`src/apb_delay_pkg.sv`:
```
package apb_delay_pkg;

    typedef logic [31:0] addr_t;
    typedef logic [31:0] data_t;
    typedef logic [3:0]  strb_t;
    typedef logic [2:0]  prot_t;

    // wide enough for the scaled sum of the longest wait.
    typedef logic [23:0] delay_count_t;

    // response delay is delay_ratio times the peripheral wait count.
    localparam int delay_ratio     = 2;
    localparam int delay_frac_bits = 10;

    // amount added per wait cycle, in fixed point.
    localparam delay_count_t delay_step = delay_count_t'(delay_ratio << delay_frac_bits);

    localparam int    mem_words = 16;
    localparam int    word_bits = $clog2(mem_words);
    localparam addr_t mem_bytes = addr_t'(mem_words * 4);

    // words from this index up accept privileged writes only.
    localparam int protected_first_word = 12;

    // the wait state count sits in these two address bits.
    localparam int wait_lsb = 4;

    typedef enum logic [1:0] {
        idle,
        active,
        delay
    } delayer_state_t;

endpackage

```
`src/apb_if.sv`:
```
`timescale 1ns/100ps

interface apb_if;

    apb_delay_pkg::addr_t paddr;
    logic                 psel;
    logic                 penable;
    apb_delay_pkg::prot_t pprot;
    logic                 pwrite;
    apb_delay_pkg::data_t pwdata;
    apb_delay_pkg::strb_t pstrb;
    logic                 pready;
    apb_delay_pkg::data_t prdata;
    logic                 pslverr;

    modport requester (
        output paddr,
        output psel,
        output penable,
        output pprot,
        output pwrite,
        output pwdata,
        output pstrb,
        input  pready,
        input  prdata,
        input  pslverr
    );

    modport completer (
        input  paddr,
        input  psel,
        input  penable,
        input  pprot,
        input  pwrite,
        input  pwdata,
        input  pstrb,
        output pready,
        output prdata,
        output pslverr
    );

endinterface

```
`src/apb_delay_system.sv`:
```
`timescale 1ns/100ps

module apb_delay_system (
    input  logic                 clock,
    input  logic                 reset,
    input  apb_delay_pkg::addr_t paddr,
    input  logic                 psel,
    input  logic                 penable,
    input  apb_delay_pkg::prot_t pprot,
    input  logic                 pwrite,
    input  apb_delay_pkg::data_t pwdata,
    input  apb_delay_pkg::strb_t pstrb,
    output logic                 pready,
    output apb_delay_pkg::data_t prdata,
    output logic                 pslverr
);

    // bus between the delayer and the peripheral.
    apb_if periph_bus ();

    apb_delayer delayer_i (
        .clock      (clock),
        .reset      (reset),
        .in_paddr   (paddr),
        .in_psel    (psel),
        .in_penable (penable),
        .in_pprot   (pprot),
        .in_pwrite  (pwrite),
        .in_pwdata  (pwdata),
        .in_pstrb   (pstrb),
        .in_pready  (pready),
        .in_prdata  (prdata),
        .in_pslverr (pslverr),
        .out_bus    (periph_bus)
    );

    apb_wait_memory memory_i (
        .clock (clock),
        .reset (reset),
        .bus   (periph_bus)
    );

endmodule

```
`src/apb_delayer.sv`:
```
`timescale 1ns/100ps

module apb_delayer (
    input  logic                 clock,
    input  logic                 reset,
    input  apb_delay_pkg::addr_t in_paddr,
    input  logic                 in_psel,
    input  logic                 in_penable,
    input  apb_delay_pkg::prot_t in_pprot,
    input  logic                 in_pwrite,
    input  apb_delay_pkg::data_t in_pwdata,
    input  apb_delay_pkg::strb_t in_pstrb,
    output logic                 in_pready,
    output apb_delay_pkg::data_t in_prdata,
    output logic                 in_pslverr,
    apb_if.requester             out_bus
);

    apb_delay_pkg::delayer_state_t state;
    apb_delay_pkg::delay_count_t   delay_count;
    apb_delay_pkg::delay_count_t   scaled_count;
    apb_delay_pkg::data_t          held_prdata;
    logic                          held_pslverr;
    logic                          setup_phase;
    logic                          periph_done;
    logic                          response_due;

    // the request side is not delayed at all.
    assign out_bus.paddr   = in_paddr;
    assign out_bus.psel    = in_psel;
    assign out_bus.penable = in_penable;
    assign out_bus.pprot   = in_pprot;
    assign out_bus.pwrite  = in_pwrite;
    assign out_bus.pwdata  = in_pwdata;
    assign out_bus.pstrb   = in_pstrb;

    assign setup_phase  = in_psel && !in_penable;
    assign periph_done  = (state == apb_delay_pkg::active) && out_bus.pready;
    assign scaled_count = delay_count >> apb_delay_pkg::delay_frac_bits;

    // the response register is loaded one cycle before the countdown ends,
    // so that the requester sees pready in access cycle 3W + 2.
    assign response_due = (periph_done && scaled_count == '0) ||
                          (state == apb_delay_pkg::delay &&
                           delay_count == apb_delay_pkg::delay_count_t'(1));

    always_ff @(posedge clock) begin
        if (reset) begin
            state <= apb_delay_pkg::idle;
        end else if (setup_phase) begin
            state <= apb_delay_pkg::active;
        end else if (periph_done) begin
            state <= apb_delay_pkg::delay;
        end else if (state == apb_delay_pkg::delay && delay_count == '0) begin
            state <= apb_delay_pkg::idle;
        end
    end

    always_ff @(posedge clock) begin
        if (reset) begin
            delay_count <= '0;
        end else if (setup_phase) begin
            delay_count <= '0;
        end else if (state == apb_delay_pkg::active) begin
            if (out_bus.pready) begin
                delay_count <= scaled_count;
            end else begin
                delay_count <= delay_count + apb_delay_pkg::delay_step;
            end
        end else if (state == apb_delay_pkg::delay && delay_count != '0) begin
            delay_count <= delay_count - apb_delay_pkg::delay_count_t'(1);
        end
    end

    always_ff @(posedge clock) begin
        if (periph_done) begin
            held_prdata  <= out_bus.prdata;
            held_pslverr <= out_bus.pslverr;
        end
    end

    // with no wait the response comes straight from the peripheral.
    always_ff @(posedge clock) begin
        if (reset) begin
            in_pready  <= 1'b0;
            in_prdata  <= '0;
            in_pslverr <= 1'b0;
        end else if (response_due) begin
            in_pready  <= 1'b1;
            in_prdata  <= periph_done ? out_bus.prdata : held_prdata;
            in_pslverr <= periph_done ? out_bus.pslverr : held_pslverr;
        end else begin
            in_pready  <= 1'b0;
            in_prdata  <= '0;
            in_pslverr <= 1'b0;
        end
    end

endmodule

```
`src/apb_wait_memory.sv`:
```
`timescale 1ns/100ps

module apb_wait_memory (
    input  logic      clock,
    input  logic      reset,
    apb_if.completer  bus
);

    apb_delay_pkg::data_t                mem [apb_delay_pkg::mem_words];
    logic [1:0]                          wait_count;
    logic                                pending;
    logic                                setup_phase;
    logic                                access_ready;
    logic                                addr_error;
    logic                                prot_error;
    logic                                slv_error;
    logic [apb_delay_pkg::word_bits-1:0] word_index;

    assign setup_phase = bus.psel && !bus.penable;
    assign word_index  = bus.paddr[apb_delay_pkg::word_bits+1:2];

    assign addr_error = bus.paddr >= apb_delay_pkg::mem_bytes;
    assign prot_error = bus.pwrite && !bus.pprot[0] &&
                        (word_index >= apb_delay_pkg::protected_first_word);
    assign slv_error  = addr_error || prot_error;

    // ready comes once per transfer, after the wait count has run out.
    assign access_ready = pending && bus.psel && bus.penable && (wait_count == 2'd0);

    always_ff @(posedge clock) begin
        if (reset) begin
            pending    <= 1'b0;
            wait_count <= 2'd0;
        end else if (setup_phase) begin
            pending    <= 1'b1;
            wait_count <= bus.paddr[apb_delay_pkg::wait_lsb +: 2];
        end else if (pending && bus.psel && bus.penable) begin
            if (wait_count == 2'd0) begin
                pending <= 1'b0;
            end else begin
                wait_count <= wait_count - 2'd1;
            end
        end
    end

    // erroneous writes leave the memory untouched.
    always_ff @(posedge clock) begin
        if (access_ready && bus.pwrite && !slv_error) begin
            for (int b = 0; b < $bits(apb_delay_pkg::strb_t); b++) begin
                if (bus.pstrb[b]) begin
                    mem[word_index][8*b +: 8] <= bus.pwdata[8*b +: 8];
                end
            end
        end
    end

    assign bus.pready  = access_ready;
    assign bus.pslverr = access_ready && slv_error;

    // read data is zero outside the ready cycle and for unmapped addresses.
    assign bus.prdata = (access_ready && !bus.pwrite && !addr_error) ?
                        mem[word_index] : '0;

endmodule

```
`config.mk`:
```
export PLATFORM = sky130hd
export DESIGN_NAME = apb_delay_system
export DESIGN_NICKNAME = d
export VERILOG_FILES = /design/src/apb_delay_pkg.sv /design/src/apb_if.sv /design/src/apb_delay_system.sv /design/src/apb_delayer.sv /design/src/apb_wait_memory.sv
export SDC_FILE = /design/constraint.sdc
export NUM_CORES = 1
export LEC_CHECK = 0
export ABC_AREA = 0
export BUFFER_PORTS_ARGS = -buffer_cell sky130_fd_sc_hd__buf_4
export CORE_UTILIZATION = 55
export DETAILED_ROUTE_END_ITERATION = 7
export MAX_ROUTING_LAYER = met4
export PLACE_DENSITY_LB_ADDON = 0.05
export SLEW_MARGIN = 20
export SYNTH_ARGS = -nofsm -noshare
export SYNTH_HDL_FRONTEND = slang
export SYNTH_SLANG_ARGS = --single-unit
```
`constraint.sdc`:
```
create_clock -name clock -period 4.6 [get_ports clock]
set_input_delay 1.15 -clock clock [delete_from_list [all_inputs] [get_ports clock]]
set_output_delay 1.15 -clock clock [all_outputs]
set_load 0.005 [all_outputs]
```
==> flow_summary.toml <==
[place]
dpl-instance-area_um2 = 25700
pre_cts_ws_ps = 752
place.gp.congestion = 0.869
io_buffers = 105
post-place-cells = 2010
hpwl_um = 32000

[setup_path]
crit_type = "input pin to register"
cp_max_fo = 16
arrival_ps = 3520
r2r_start = "memory_i.wait_count[0]$_SDFFE_PP0P_"
rrSetupSlack_ps = 1530
reg2reg_depth = 7
required_ps = 4840
critPathLaunchType = "input pin"
timing.rr.end = "memory_i.mem[4][8]$_DFFE_PP_"
worstSetupEndpointType = "register"

[clock_tree]
post_cts_buffers = 0
insertion_delay_ps = 620
cts_max_level = 2
cts_tree = "done"
clock_sinks = 608
postCtsHoldBufs = 0
cts_buffers = 61
cts.repair.resized = 0
cts-root-buf = "clkbuf_16"
clk_path_buf_depth = 3
clk_pin_slew_worst_paths_ps = 60

[yosys]
async_flop_share_pct = 0
yosysWarnings = 0
synth_edf_count = 512
synth.cell_area_um2 = 24000
synthFlopType = "edfxtp_1"
synth_top_area_share_pct = 64.1
synth-seq-cells = 608
synth_top_cells_by_area = "edfxtp_1 64%, mux4_2 12%, dfxtp_1 8.0%"
synthCells = 1326
synth_area_per_cell_um2 = 18.1
syn-num-nets = 1407
yosysTopAreaCell = "edfxtp_1"
yosysSeqAreaShare_pct = 72.1
synth_cell_types = 69

[sta]
fin_crit_ps = 3280
finClkSkew_ps = 22.2
fin_crit_sh_pct = 71.2
finalHoldViolCount = 0
tns_ps = 0
maxSlewHeadroom_pct = 35.2
setup_ws_ps = 1320
worst_pin_slew_ps = 971
fmax_mhz = 305
rsz0062_at_grt = "false"
drv_slew = 0
finalSetupViolCount = 0

[cells_and_area]
drive_gt1_share_pct = 30.1
final_nets = 1569
area_growth_pct = 15.2
instances_no_fill = 2124
fill_cells = 3021
diodes = 0
fin_util_pct = 64.1
regArea_um2 = 17300
multi_input_area_um2 = 6230
fin_area_um2 = 27600

[die]
die_x_um = 211
die_y_um = 211
rows = 76
core-area_um2 = 43100
die_area_um2 = 44400
start_util_pct = 55.7
ioPinCount = 110

[hold_path]
min_from = "delayer_i.held_prdata[31]$_DFF_P_"
hold_path.class = "register to register"
holdPathStages = 1
min_to = "delayer_i.held_prdata[31]$_DFF_P_"

[power_and_ir_drop]
power-per-cell-area_nw_per_um2 = 405
peakVddDrop_v = 0.000354
power_leakage_nw = 9.08

[routing]
wl_per_cell_um = 24.5
antenna_left = 0
via_count = 12737
drt_wl_total_um = 52100
via_per_inst = 6.00
drc = 0
initialDrtViolationCount = 1159
firstDrtPassIters = 5

[outcome]
outcome = "completed"

[grt]
grt_max_degree = 87
grt_pass1_vias = 13026
grt_overflow = 0
antenna_found_initial = 0
grt_pass1_wl_um = 78700
gr-usage-all-layers_pct = 24.9

[flow_run]
drv_cap = 0
## cells in the final DEF, fill, tap and decap left out, types with 4 or more instances in the layout
| cell type | synthesis | routed |
|---|---|---|
| nor4_1 | 12 | 8 |
| mux4_2 | 128 | 128 |
| clkinv_2 | 0 | 15 |
| nor4_2 | 2 | 6 |
| clkbuf_16 | 0 | 65 |
| a31oi_1 | 12 | 12 |
| o211ai_1 | 8 | 8 |
| xnor2_1 | 5 | 5 |
| o311ai_0 | 6 | 6 |
| inv_1 | 11 | 11 |
| o21ai_0 | 12 | 12 |
| a22o_1 | 33 | 33 |
| nor4_4 | 4 | 4 |
| o22ai_1 | 6 | 6 |
| edfxtp_1 | 512 | 512 |
| nor3_1 | 10 | 10 |
| nor2_1 | 85 | 84 |
| a21oi_1 | 16 | 16 |
| clkbuf_1 | 38 | 18 |
| buf_4 | 3 | 179 |
| nand2_1 | 80 | 79 |
| nand3_1 | 19 | 19 |
| dfxtp_1 | 96 | 96 |
| ha_1 | 5 | 5 |
| nor2b_1 | 9 | 7 |
| a22oi_1 | 67 | 67 |
| nor2b_4 | 29 | 31 |
| nand4_1 | 14 | 14 |
| nand2b_1 | 4 | 4 |
| clkinv_1 | 0 | 7 |
## cell usage after synthesis, types with 2 or more instances
master    number
a211o_1        2
a211oi_1       2
a21oi_1       16
a22o_1        33
a22oi_1       67
a31oi_1       12
a32oi_1        2
and2_1         2
and2b_2        2
and4_1         3
buf_1          2
buf_2         28
buf_4          3
buf_6         13
clkbuf_1      38
dfxtp_1       96
edfxtp_1     512
ha_1           5
inv_1         11
mux2i_1        2
mux4_2       128
nand2_1       80
nand2b_1       4
nand3_1       19
nand4_1       14
nor2_1        85
nor2b_1        9
nor2b_4       29
nor3_1        10
nor3_2         3
nor4_1        12
nor4_2         2
nor4_4         4
nor4b_1        3
o211a_1        3
o211ai_1       8
o21ai_0       12
o22ai_1        6
o311ai_0       6
or2_2          2
or3_1          3
xnor2_1        5
xor2_1         2
## layout make-up
| cell class | count | area share (%) |
|---|---|---|
| clock buffer | 85 | 6.23 |
| multi-input combinational | 622 | 22.6 |
| clock inverter | 29 | 0.652 |
| timing repair buffer | 184 | 5.17 |
| sequential | 608 | 62.6 |
| inverter | 11 | 0.149 |
| tap | 585 | 2.65 |
## routing by layer
layer | GRT usage (%) | share of wire [%] | up-vias | routed length (µm)
li1 | - | - | 5682 | -
met4 | 7.80 | 2.5 | 0 | 1290
met5 | - | 0 | - | 0
met2 | 38.4 | 49 | 418 | 25300
met1 | 34.8 | 43 | 6552 | 22500
met3 | 3.32 | 5.6 | 85 | 2910
## power breakdown
part	switching (W)	internal, W
clock	0.00202	0.00267
sequential	0.0000188	0.00597
combinational	0.000301	0.000216
total	0.00234	0.00885
## registers in the layout, indices dropped and copies added (netlist names)
signal                  count
delayer_i.held_pslverr      1
delayer_i.delay_count      24
delayer_i.in_pready         1
delayer_i.state             2
memory_i.mem              512
delayer_i.held_prdata      32
delayer_i.in_pslverr        1
memory_i.pending            1
memory_i.wait_count         2
delayer_i.in_prdata        32
## critical path, cell delays in order
cell     delay (ps)
buf_4           110
nor4_1          310
nand4_1         280
nor4_2          300
buf_4           210
nand2_1         330
nor2_1          820
## worst max path at each step
stage                                          to  slack, ps  depth (start not counted)      start
floorplan            memory_i.mem[3][0]$_DFFE_PP_       1090                          5  paddr[14]
detailed placement  memory_i.mem[4][11]$_DFFE_PP_        750                          7   paddr[9]
finish               memory_i.mem[4][8]$_DFFE_PP_       1320                          7  paddr[14]
CTS                 memory_i.mem[4][15]$_DFFE_PP_       1410                          7   paddr[9]
global placement    memory_i.mem[7][10]$_DFFE_PP_        810                          7  paddr[14]
global route        memory_i.mem[4][10]$_DFFE_PP_       1200                          7   paddr[6]
## logic make-up (layout without fill, tap and decap cells)
family,Yosys count,in the layout,share of synthesized area [%]
buffers and inverters,96,309,2.11
flip-flops,608,608,72.1
adder cells (fa/ha/maj),5,5,0.261
AO/OA/AOI/OAI,182,182,5.69
AND/OR/NAND/NOR,298,298,7.46
XOR/XNOR,7,7,0.256
multiplexers,130,130,12.1
## through the flow
stage | hold WS [ps] | power, W
finish | 476 | 0.0112
global route | 496 | 0.0115
CTS | 477 | 0.0113
detailed placement | 458 | 0.00663
global placement | 457 | 0.00662
floorplan | 441 | 0.00642
No activity file was read; power rests on OpenSTA's default activity.
